File: config.mk
export PLATFORM = sky130hd
export DESIGN_NAME = slab_reduce
export DESIGN_NICKNAME = d
export VERILOG_FILES = /design/src/rtl/fixed_point_pkg.sv /design/src/rtl/ray_pipe_pkg.sv /design/src/rtl/slab_reduce.sv
export SDC_FILE = /design/constraint.sdc
export NUM_CORES = 1
export LEC_CHECK = 0
export BUFFER_PORTS_ARGS = -buffer_cell sky130_fd_sc_hd__buf_2
export CORE_MARGIN = 1
export CORE_UTILIZATION = 49
export DETAILED_ROUTE_END_ITERATION = 12
export PLACE_DENSITY = 0.85
export RECOVER_POWER = 25
export SLEW_MARGIN = 10
export SYNTH_ARGS = -nofsm -noshare
export SYNTH_HDL_FRONTEND = slang
export SYNTH_SLANG_ARGS = --single-unit
export TNS_END_PERCENT = 30
File: constraint.sdc
create_clock -name clk -period 3.43 [get_ports clk]
set_input_delay 0.343 -clock clk [delete_from_list [all_inputs] [get_ports clk]]
set_output_delay 0.343 -clock clk [all_outputs]
set_load 0.005 [all_outputs]
File: src/rtl/fixed_point_pkg.sv
package fixed_point_pkg;

	////////////////////////////////////////////////////////////////////
	// widths of the signed fixed point formats
	////////////////////////////////////////////////////////////////////

	localparam int COORD_WIDTH = 16;                      // origin and box corners
	localparam int FRAC_BITS   = 8;                       // shared by coords and inv dirs
	localparam int INV_WIDTH   = 16;                      // inverse ray direction
	localparam int DIFF_WIDTH  = COORD_WIDTH + 1;         // corner minus origin, no overflow
	localparam int T_WIDTH     = DIFF_WIDTH + INV_WIDTH - FRAC_BITS; // product after rescale

	////////////////////////////////////////////////////////////////////
	// value types
	////////////////////////////////////////////////////////////////////

	typedef logic signed [COORD_WIDTH-1:0] coord_t;
	typedef logic signed [INV_WIDTH-1:0]   inv_dir_t;
	typedef logic signed [DIFF_WIDTH-1:0]  diff_t;
	typedef logic signed [T_WIDTH-1:0]     t_t;

	// unbounded interval of an axis running parallel to its slab
	localparam t_t T_POS_INF = {1'b0, {(T_WIDTH-1){1'b1}}};
	localparam t_t T_NEG_INF = {1'b1, {(T_WIDTH-1){1'b0}}};

endpackage

File: src/rtl/ray_pipe_pkg.sv
package ray_pipe_pkg;

	////////////////////////////////////////////////////////////////////
	// pipeline shape
	////////////////////////////////////////////////////////////////////

	localparam int AXIS_COUNT = 3;  // x, y, z

	// register stages per block
	localparam int SLAB_LATENCY   = 3; // difference, product, ordering
	localparam int REDUCE_LATENCY = 2; // near/far reduction, decision

	// inputs to hit
	localparam int TOTAL_LATENCY = SLAB_LATENCY + REDUCE_LATENCY;

endpackage

File: src/rtl/slab_reduce.sv
`timescale 1ns/1ns

module slab_reduce (
	input  logic                 clk,
	input  logic                 rst,
	input  fixed_point_pkg::t_t  t_min_x,
	input  fixed_point_pkg::t_t  t_min_y,
	input  fixed_point_pkg::t_t  t_min_z,
	input  fixed_point_pkg::t_t  t_max_x,
	input  fixed_point_pkg::t_t  t_max_y,
	input  fixed_point_pkg::t_t  t_max_z,
	input  logic                 outside_x,
	input  logic                 outside_y,
	input  logic                 outside_z,
	output logic                 hit
);

	logic [ray_pipe_pkg::AXIS_COUNT-1:0] outside_vec;

	// comparator results
	logic ymin_gt;     // t_min_y >  t_min_x
	logic zmin_gt_y;   // t_min_z >  t_min_y
	logic xmin_gt_z;   // t_min_x >  t_min_z
	logic ymax_lt;     // t_max_y <  t_max_x
	logic zmax_lt_y;   // t_max_z <  t_max_y
	logic xmax_lt_z;   // t_max_x <  t_max_z

	fixed_point_pkg::t_t tnear;
	fixed_point_pkg::t_t tfar;

	// stage 4
	fixed_point_pkg::t_t tnear_q;
	fixed_point_pkg::t_t tfar_q;
	logic                any_outside_q;

	assign outside_vec = {outside_z, outside_y, outside_x};

	////////////////////////////////////////////////////////////////////
	// entry and exit selection
	////////////////////////////////////////////////////////////////////

	assign ymin_gt   = t_min_y > t_min_x;
	assign zmin_gt_y = t_min_z > t_min_y;
	assign xmin_gt_z = t_min_x > t_min_z;

	assign ymax_lt   = t_max_y < t_max_x;
	assign zmax_lt_y = t_max_z < t_max_y;
	assign xmax_lt_z = t_max_x < t_max_z;

	always_comb begin
		// latest entry
		if (ymin_gt) begin
			tnear = zmin_gt_y ? t_min_z : t_min_y;
		end else begin
			tnear = xmin_gt_z ? t_min_x : t_min_z; // x wins ties with y
		end

		// earliest exit
		if (ymax_lt) begin
			tfar = zmax_lt_y ? t_max_z : t_max_y;
		end else begin
			tfar = xmax_lt_z ? t_max_x : t_max_z;
		end
	end

	////////////////////////////////////////////////////////////////////
	// stage 4 and 5
	////////////////////////////////////////////////////////////////////

	always_ff @(posedge clk or posedge rst) begin
		if (rst) begin
			tnear_q       <= '0;
			tfar_q        <= '0;
			any_outside_q <= 1'b0;
		end else begin
			tnear_q       <= tnear;
			tfar_q        <= tfar;
			any_outside_q <= |outside_vec;  // parallel axis missed its slab
		end
	end

	always_ff @(posedge clk or posedge rst) begin
		if (rst) begin
			hit <= 1'b0;
		end else begin
			hit <= ~any_outside_q && (tfar_q >= tnear_q) && (tfar_q > 0); // box not behind
		end
	end

endmodule

==> results.toml <==
[cells_and_area]
nets = 1290
diodes = 0
fin_util_pct = 58.7
fillerInstances = 1251
areaGrowthSynthToFinish_pct = 16.1
layout-drive-gt1-share_pct = 20.5
finalInstanceArea_um2 = 7810
stdcell_count = 1140

[power]
peakVddDrop_mv = 0.228
power.leakage_nw = 4.42
p_per_area_nw_per_um2 = 332

[routing]
drt_iter0_drc = 410
wl_met3_um = 812
wl_met1_um = 7590
drc = 0
dr.max_layer_used = "met4"
dr.pass1.iters = 7
wire_per_inst_um = 15.2
vias = 6449
wl_um = 17300
ant_nets = 0
viasPerCell = 5.66
met2_length_um = 8330

[cts]
cts-buffers-inserted = 5
cts-htree-levels = 2
cts_tree = "yes"
cts_resized = 0
clk-insertion-delay-late_ps = 290
clock_sinks = 52
ctsHoldBuffers = 0
clk_path_buf_depth = 2
clk_pin_slew_worst_paths_ps = 70
cts_setup_buffers = 0
cts_root_buf = "clkbuf_16"

[yosys]
avgSynthCellArea_um2 = 8.27
ys_warn_count = 0
ys.flop_type = "dfrtp_1"
synth_compound_area_share_pct = 23.6
synthXorXnorAreaFrac_pct = 0
postSynth.asyncResetShare_pct = 100
syn-cell-area_um2 = 6730
synthMuxAreaShare_pct = 0.595
synth_top_family_by_area = "adder cells"
seq_area_frac_synth_pct = 19.3
synthCells = 813
yosys.area_share.adder_pct = 32.0
synthSimpleGateAreaFrac_pct = 12.4
syn-num-nets = 1140
ys_ff_latch = 52
ys_types = 43
synth_edf_count = 0

[floorplanning]
chipHeight_um = 119
boundaryPins = 156
die_area_um2 = 14200
die_x_um = 119
core_area_um2 = 13300
initial_core_util_pct = 50.6
rows = 42

[placement]
placed_cell_area_um2 = 7640
hpwl_um = 14600
routabilityCongestion = 0.888
io_buffers = 155
placed_cells = 1132

[global_route]
grt_pass1_vias = 6354
grt.overflow.total = 0
grt_pass1_wl_um = 28900
antenna_found_initial = 0
grt_max_degree = 53
track_usage_pct = 25.0

[setup_path]
critPathCaptureType = "flip-flop"
worstPathArrival_ps = 2830
critPathMaxFanout = 25
worstSetupStartpointType = "input port"
cp.required_ps = 3610
worstSetupPathType = "input port to flip-flop"

[sta]
slew_violations = 53
finalCriticalPeriod_ps = 2640
finalSetupViolCount = 0
rsz0062_at_grt = "false"
finalSetupTns_ps = 0
hold_viol_final = 0
fin_worst_skew_ps = 4.13
min_period_over_period_pct = 77.1
fmax_mhz = 378
tightestPinTransition_ps = 2310
slew-limit-headroom_pct = -54.7

[flow_run]
max_cap_viol_count = 1

[run_status]
status = "complete, but fails checks"
violations = "capacitance limit, slew limit"

[min_path]
hold_class = "input port to flip-flop"
-- area by class of cell --
cell class / count / area [µm²] / share of cell area, %
inverters: 181 / 681 / 8.72
multi-input cells: 561 / 4610 / 59.1
clock inverters: 2 / 35.0 / 0.449
flip-flops and latches: 52 / 1300 / 16.7
clock buffers: 6 / 129 / 1.65
repair buffers: 162 / 828 / 10.6
well taps: 176 / 220 / 2.82
-- per-stage QoR --
stage / hold WS, ps / worst slack [ps] / power (mW)
after floorplan: 448 / 1020 / 1.66
after global placement: 516 / 533 / 1.99
after detailed placement: 522 / 548 / 2.02
after CTS: 281 / 859 / 2.60
after global routing: 277 / 486 / 2.82
final: 287 / 786 / 2.60
-- where the power goes --
part | total (mW) | internal (mW) | leakage [nW] | switching, mW
clock | 0.559 | 0.343 | 0.0808 | 0.216
sequential | 0.828 | 0.751 | 0.590 | 0.0769
combinational | 1.21 | 0.523 | 3.75 | 0.685
total | 2.60 | 1.62 | 4.42 | 0.978
-- placed cells by master, fill, tap and decap left out, drive strengths merged, types with 2 or more instances in the layout --
cell,netlist,final
a21oi,57,57
nor2,18,18
nand3,10,10
a211o,2,2
o211ai,6,6
dfrtp,52,52
nand2b,4,4
o22ai,24,24
a221oi,27,27
mux2,2,2
nor3,34,34
a31oi,26,26
a2111oi,3,3
clkbuf,4,6
nor2b,6,6
o2111ai,2,2
buf,15,162
nor4,10,10
nand2,37,37
nor3b,3,3
nand4,32,32
and3,2,2
a22o,2,2
o21ai,34,34
inv,181,180
a21o,26,26
or3,3,3
o21a,4,4
o21bai,2,2
a211oi,7,7
ha,172,172
-- critical path: stages --
cell	delay [ps]
buf_2	90
inv_1	60
ha_1	310
a21o_1	180
a21o_1	170
a211oi_1	320
o22ai_1	140
o21ai_1	140
mux2_4	230
mux2_4	480
a221oi_2	340
-- routing by layer --
layer	GRT usage (%)	vias to the layer above
met2	43.1	198
li1	-	3236
met5	0	-
met4	9.34	0
met1	31.6	2966
met3	3.35	49
-- cell families (layout without fill, tap and decap cells) --
kind of cell	Yosys count	in the layout
AND/OR/NAND/NOR	160	160
AO/OA/AOI/OAI	226	226
flip-flops	52	52
adder cells (fa/ha/maj)	172	172
buffers and inverters	200	351
multiplexers	3	3
-- cells in the mapped netlist, types with 3 or more instances --
cell type | number | area (µm²)
inv_1 | 181 | 679
ha_1 | 172 | 2150
a21oi_1 | 57 | 285
dfrtp_1 | 52 | 1300
nand2_1 | 37 | 139
nor3_1 | 33 | 165
nand4_1 | 32 | 200
o21ai_0 | 28 | 140
a21o_1 | 26 | 195
a31oi_1 | 26 | 163
o22ai_1 | 24 | 150
a221oi_2 | 20 | 300
nor2_1 | 18 | 67.6
nand3_1 | 10 | 50.1
buf_2 | 8 | 40.0
nor4_1 | 8 | 50.1
a211oi_1 | 7 | 52.6
a221oi_1 | 7 | 61.3
buf_6 | 7 | 78.8
nor2b_1 | 6 | 37.5
o211ai_1 | 6 | 45.0
o21ai_1 | 6 | 30.0
clkbuf_1 | 4 | 15.0
nand2b_1 | 4 | 25.0
o21a_1 | 4 | 30.0
a2111oi_0 | 3 | 26.3
or3_1 | 3 | 18.8
-- state kept, by name, indices dropped and copies added (netlist names) --
name / flops
tfar_q: 25
tnear_q: 25
any_outside_q: 1
hit: 1
-- worst paths after layout --
| check | from | to | slack (ps) | cells after the start |
|---|---|---|---|---|
| min in group asynchronous | rst | tfar_q[19] | 670 | 2 |
| max in group asynchronous | rst | tfar_q[2] | 1720 | 2 |
| worst max-delay path | t_min_x[6] | tnear_q[10] | 790 | 11 |
| worst min register to register | any_outside_q | hit | 530 | 3 |
| worst min-delay path | outside_z | any_outside_q | 290 | 2 |
| worst max register to register | tnear_q[14] | hit | 1400 | 8 |
No activity file was read; power rests on OpenSTA's default activity.
