`src/rtl/fixed_point_pkg.sv`:
```
package fixed_point_pkg;

	////////////////////////////////////////////////////////////////////
	// widths of the signed fixed point formats
	////////////////////////////////////////////////////////////////////

	localparam int COORD_WIDTH = 16;                      // origin and box corners
	localparam int FRAC_BITS   = 8;                       // shared by coords and inv dirs
	localparam int INV_WIDTH   = 16;                      // inverse ray direction
	localparam int DIFF_WIDTH  = COORD_WIDTH + 1;         // corner minus origin, no overflow
	localparam int T_WIDTH     = DIFF_WIDTH + INV_WIDTH - FRAC_BITS; // product after rescale

	////////////////////////////////////////////////////////////////////
	// value types
	////////////////////////////////////////////////////////////////////

	typedef logic signed [COORD_WIDTH-1:0] coord_t;
	typedef logic signed [INV_WIDTH-1:0]   inv_dir_t;
	typedef logic signed [DIFF_WIDTH-1:0]  diff_t;
	typedef logic signed [T_WIDTH-1:0]     t_t;

	// unbounded interval of an axis running parallel to its slab
	localparam t_t T_POS_INF = {1'b0, {(T_WIDTH-1){1'b1}}};
	localparam t_t T_NEG_INF = {1'b1, {(T_WIDTH-1){1'b0}}};

endpackage

```
`src/rtl/ray_pipe_pkg.sv`:
```
package ray_pipe_pkg;

	////////////////////////////////////////////////////////////////////
	// pipeline shape
	////////////////////////////////////////////////////////////////////

	localparam int AXIS_COUNT = 3;  // x, y, z

	// register stages per block
	localparam int SLAB_LATENCY   = 3; // difference, product, ordering
	localparam int REDUCE_LATENCY = 2; // near/far reduction, decision

	// inputs to hit
	localparam int TOTAL_LATENCY = SLAB_LATENCY + REDUCE_LATENCY;

endpackage

```
`src/rtl/delay_line.sv`:
```
`timescale 1ns/1ns

module delay_line #(
	parameter type payload_t = logic,
	parameter int  DEPTH     = 1
) (
	input  logic     clk,
	input  logic     rst,
	input  payload_t d,
	output payload_t q
);

	payload_t stages [DEPTH];   // stages[0] is the newest

	always_ff @(posedge clk or posedge rst) begin
		if (rst) begin
			for (int i = 0; i < DEPTH; i++) begin
				stages[i] <= '0;
			end
		end else begin
			stages[0] <= d;
			for (int i = 1; i < DEPTH; i++) begin
				stages[i] <= stages[i-1]; // shift toward the tap
			end
		end
	end

	assign q = stages[DEPTH-1];

endmodule

```
`src/rtl/slab_axis.sv`:
```
`timescale 1ns/1ns

module slab_axis (
	input  logic                       clk,
	input  logic                       rst,
	input  fixed_point_pkg::coord_t    origin,
	input  fixed_point_pkg::coord_t    box_min,
	input  fixed_point_pkg::coord_t    box_max,
	input  fixed_point_pkg::inv_dir_t  inv_dir,
	input  logic                       parallel,
	output fixed_point_pkg::t_t        t_min,
	output fixed_point_pkg::t_t        t_max,
	output logic                       outside
);

	// stage 1
	fixed_point_pkg::diff_t    diff_min_q;
	fixed_point_pkg::diff_t    diff_max_q;
	logic                      inside_q1;

	// side inputs realigned to their stage
	fixed_point_pkg::inv_dir_t inv_dir_d;
	logic                      parallel_d;

	// stage 2
	logic signed [fixed_point_pkg::DIFF_WIDTH+fixed_point_pkg::INV_WIDTH-1:0] prod_min;
	logic signed [fixed_point_pkg::DIFF_WIDTH+fixed_point_pkg::INV_WIDTH-1:0] prod_max;
	fixed_point_pkg::t_t       t_lo_q;
	fixed_point_pkg::t_t       t_hi_q;
	logic                      inv_neg_q;
	logic                      inside_q2;

	////////////////////////////////////////////////////////////////////
	// delays for the inputs that skip the subtract stage
	////////////////////////////////////////////////////////////////////

	delay_line #(
		.payload_t (fixed_point_pkg::inv_dir_t),
		.DEPTH     (ray_pipe_pkg::SLAB_LATENCY - 2)
	) u_inv_dir_dly (
		.clk (clk),
		.rst (rst),
		.d   (inv_dir),
		.q   (inv_dir_d)   // meets the differences at the multiply
	);

	delay_line #(
		.payload_t (logic),
		.DEPTH     (ray_pipe_pkg::SLAB_LATENCY - 1)
	) u_parallel_dly (
		.clk (clk),
		.rst (rst),
		.d   (parallel),
		.q   (parallel_d)  // meets the products at the ordering
	);

	////////////////////////////////////////////////////////////////////
	// stage 1: corner minus origin
	////////////////////////////////////////////////////////////////////

	always_ff @(posedge clk or posedge rst) begin
		if (rst) begin
			diff_min_q <= '0;
			diff_max_q <= '0;
			inside_q1  <= 1'b0;
		end else begin
			diff_min_q <= box_min - origin;   // sign extended to DIFF_WIDTH
			diff_max_q <= box_max - origin;
			inside_q1  <= (box_min <= origin) && (origin <= box_max);
		end
	end

	////////////////////////////////////////////////////////////////////
	// stage 2: scale by inverse direction
	////////////////////////////////////////////////////////////////////

	always_comb begin
		prod_min = diff_min_q * inv_dir_d;  // full width, exact
		prod_max = diff_max_q * inv_dir_d;
	end

	always_ff @(posedge clk or posedge rst) begin
		if (rst) begin
			t_lo_q    <= '0;
			t_hi_q    <= '0;
			inv_neg_q <= 1'b0;
			inside_q2 <= 1'b0;
		end else begin
			// dropping the low FRAC_BITS is the arithmetic shift
			t_lo_q    <= prod_min[$high(prod_min):fixed_point_pkg::FRAC_BITS];
			t_hi_q    <= prod_max[$high(prod_max):fixed_point_pkg::FRAC_BITS];
			inv_neg_q <= inv_dir_d[fixed_point_pkg::INV_WIDTH-1];
			inside_q2 <= inside_q1;
		end
	end

	////////////////////////////////////////////////////////////////////
	// stage 3: order by direction sign
	////////////////////////////////////////////////////////////////////

	always_ff @(posedge clk or posedge rst) begin
		if (rst) begin
			t_min   <= '0;
			t_max   <= '0;
			outside <= 1'b0;
		end else if (parallel_d) begin
			t_min   <= fixed_point_pkg::T_NEG_INF; // axis never limits the interval
			t_max   <= fixed_point_pkg::T_POS_INF;
			outside <= ~inside_q2;                 // but may rule the ray out
		end else begin
			outside <= 1'b0;
			if (inv_neg_q) begin
				t_min <= t_hi_q;   // travelling toward min corner
				t_max <= t_lo_q;
			end else begin
				t_min <= t_lo_q;
				t_max <= t_hi_q;
			end
		end
	end

endmodule

```
`config.mk`:
```
export PLATFORM = sky130hd
export DESIGN_NAME = slab_axis
export DESIGN_NICKNAME = d
export VERILOG_FILES = /design/src/rtl/fixed_point_pkg.sv /design/src/rtl/ray_pipe_pkg.sv /design/src/rtl/delay_line.sv /design/src/rtl/slab_axis.sv
export SDC_FILE = /design/constraint.sdc
export NUM_CORES = 2
export LEC_CHECK = 0
export ABC_CLOCK_PERIOD_IN_PS = 18600
export BUFFER_PORTS_ARGS = -buffer_cell sky130_fd_sc_hd__buf_2
export CORE_ASPECT_RATIO = 1.2
export CORE_MARGIN = 4
export CORE_UTILIZATION = 55
export CTS_BUF_LIST = sky130_fd_sc_hd__clkbuf_8
export CTS_CLUSTER_SIZE = 16
export DETAILED_ROUTE_END_ITERATION = 16
export PLACE_DENSITY = 0.72
export SYNTH_ARGS = -nofsm -noshare
export SYNTH_HDL_FRONTEND = slang
export SYNTH_HIERARCHICAL = 1
export SYNTH_SLANG_ARGS = --single-unit
```
`constraint.sdc`:
```
create_clock -name clk -period 18.6 [get_ports clk]
set_input_delay 0.93 -clock clk [delete_from_list [all_inputs] [get_ports clk]]
set_output_delay 0.93 -clock clk [all_outputs]
set_load 0.02 [all_outputs]
```
==> results.ini <==
[status]
status = finished clean

[clock_tree]
cts_hold_buffers = 0
clock_path_buffers = 2
clockRootBuffer = clkbuf_8
cts_resized = 0
cts_sinks = 156
htreeDepth = 4
clock_latency_ps = 540
postCtsSetupBuffers = 0
clk_pin_slew_ps = 100
cts_buffers = 17
tritoncts = done

[worst_setup_path]
worstSetupPathType = flip-flop to flip-flop
crit_start = u_inv_dir_dly/q[4]
critical_path_arrival_ps = 7100
r2r-start = u_inv_dir_dly/q[4]
worstPathMaxFanout = 20
endpoint_kind = flip-flop
cp-start-kind = flip-flop
required_ps = 19040

[sta]
max_freq_mhz = 150
finalSetupViolations = 0
slew_headroom_pct = 18.3
skew_ps = 26.2
period_needed_ps = 6660
rsz0062_at_grt = false
final.setup.tns_ps = 0
tightest_slew_ps = 1230
hold_viol_final = 0
post-route-period-util_pct = 35.8
report.final.slew_viol_count = 0

[finish]
nets = 3562
multiInputGateArea_sq_mm = 0.0197
regArea_sq_mm = 0.00391
drive_gt1_share_pct = 6.89
area_delta_synth_final_pct = 5.65
nFillCells = 4058

[placement]
place_hpwl_mm = 49.5
numPortBuffers = 117
place_congestion = 0.892

[logic_synthesis]
synthCells = 2692
synth_top_family_by_area = adder cells
syn_avg_cell_area_sq_um = 9.79
synthArstFlopShare_pct = 100
ys_types = 72
seq_area_frac_synth_pct = 14.8
yosysWarnings = 6
synth_nets = 3507
ys_seq_elements = 156
synth_edf_count = 0
synthMuxAreaShare_pct = 0.988
yosys.area_share.simple_pct = 14.5
synth_flop_cell = dfrtp_1
yosys.area_share.adder_pct = 51.3
synth_compound_area_share_pct = 5.20
syn_area_sq_mm = 0.0263
synthXorXnorAreaFrac_pct = 2.66

[grt]
antenna_found_initial = 3
grt_pass1_wl_mm = 103
grt_overflow_total = 0
grt.total_usage_pct = 25.1
grt_max_degree = 79
grt_pass1_vias = 20400

[floorplan]
initial_core_util_pct = 55.8
rows = 87
die_x_um = 208
num_io_pins = 118
die_area_sq_mm = 0.0515
die_h_um = 248
coreArea_sq_mm = 0.0472

[route]
totalWireLength_mm = 61.4
routedWlPerCell_um = 18.1
num_vias = 18200
drt_pass1_iterations = 5
via_per_inst = 5.39
drc = 0
ant_nets = 0
drt_first_iter_violations = 1064

[worst_hold_path]
holdCritPathClass = input port to asynchronous set/reset pin

[run]
drv_cap = 0

==> sequential cells by signal, summed over array words and instances (netlist names) <==
name	cells
u_parallel_dly/q	1
t_min	25
t_hi_q	25
inv_neg_q	1
u_parallel_dly/stages	1
u_inv_dir_dly/q	16
t_lo_q	25
outside	1
inside_q1	1
inside_q2	1
diff_min_q	17
diff_max_q	17
t_max	25
==> worst max-delay path, cell delays in order (launching register included) <==
cell and delay, ps:
dfrtp_1 660, buf_4 340, nand2_1 180, fa_1 590, inv_1 70, fa_1 810
fa_1 540, fa_1 500, fa_1 490, inv_1 50, fa_1 470, inv_1 40
ha_1 310, nand3_1 130, nor2_1 90, a211o_1 260, a21o_1 230, o2bb2ai_2 170
o21a_4 220, o31ai_2 220, xnor2_1 160
==> cell usage after synthesis, types with 8 or more instances <==
master,n,share of area [%]
and3_1,8,0.19
dfrtp_1,156,15
nor2_1,103,1.5
a211o_1,26,0.86
nand2_1,278,4.0
a21oi_1,38,0.72
ha_1,196,9.3
o21a_1,10,0.28
and2_1,255,6.1
mux2i_1,26,0.99
fa_1,552,42
nor2b_1,44,1.0
nand4_1,14,0.33
o21ai_0,26,0.49
nand2b_1,14,0.33
nor3_1,12,0.23
xnor2_1,60,2.0
inv_1,637,9.1
a21o_1,18,0.51
xor2_1,20,0.66
nand3_1,16,0.30
clkbuf_1,95,1.4
==> cell usage in the layout, fill, tap and decap left out, drive strengths merged, types with 5 or more instances in the layout <==
cell type / instances
fa: 552
a21o: 18
clkbuf: 17
a21boi: 6
o21a: 11
and3: 8
nand4: 14
nor3: 13
nand2: 278
a211oi: 7
nand2b: 15
nor2: 104
nand3: 16
o21bai: 6
inv: 644
buf: 135
and2: 255
xor2: 20
dfrtp: 156
xnor2: 60
a21oi: 41
ha: 196
mux2i: 26
o21ai: 33
nor2b: 44
a31oi: 5
a211o: 26
==> metal layers <==
layer | wire (um) | track usage (%)
met2 | 31700 | 44.8
met3 | 3140 | 3.22
met1 | 23300 | 30.4
met5 | 7 | 0
met4 | 3220 | 12.1
==> kinds of logic (layout without fill, tap and decap cells) <==
kind of cell,after synthesis,in the layout
multiplexers,26,26
buffers and inverters,737,804
flip-flops,156,156
XOR/XNOR,80,80
AND/OR/NAND/NOR,764,764
other,0,1
adder cells (fa/ha/maj),748,748
AO/OA/AOI/OAI,181,181
==> cell type report <==
class / count / area share (%)
Inverter: 638 / 8.62
Timing Repair Buffer: 135 / 2.59
Clock buffer: 17 / 0.841
Tap cell: 623 / 2.80
Sequential cell: 156 / 14.0
Antenna cell: 1 / 0.00899
Clock inverter: 14 / 0.445
Multi-Input combinational cell: 1799 / 70.7
==> worst paths after layout <==
kind	to	slack (ps)	cells after the start
setup / recovery	t_lo_q[23]	11940	20
hold / removal	u_parallel_dly/stages[1]	310	2
setup reg to reg	t_lo_q[23]	11940	20
hold reg to reg	u_parallel_dly/q	350	0
max in group asynchronous	t_lo_q[20]	16680	3
min in group clk	u_parallel_dly/q	350	0
==> per-stage QoR <==
| stage | std cells | setup WS (ps) | area [sq um] | util [%] | hold slack, ps |
|---|---|---|---|---|---|
| 5_1_grt | 3383 | 11520 | 27800 | 58.9 | 296 |
| 2_1_floorplan | 2692 | 12590 | 26300 | - | 331 |
| 3_5_place_dp | 3351 | 11970 | 27500 | 58.1 | 340 |
| 3_3_place_gp | 3351 | 12150 | 27500 | 58.1 | 339 |
| 4_1_cts | 3382 | 11940 | 27800 | 58.9 | 271 |
| 6_report | 3383 | 11940 | 27800 | 58.9 | 307 |
Power is left out: the tool's default activity adds up to more than one toggle a clock period on the data nets, which glitch-free logic cannot reach.
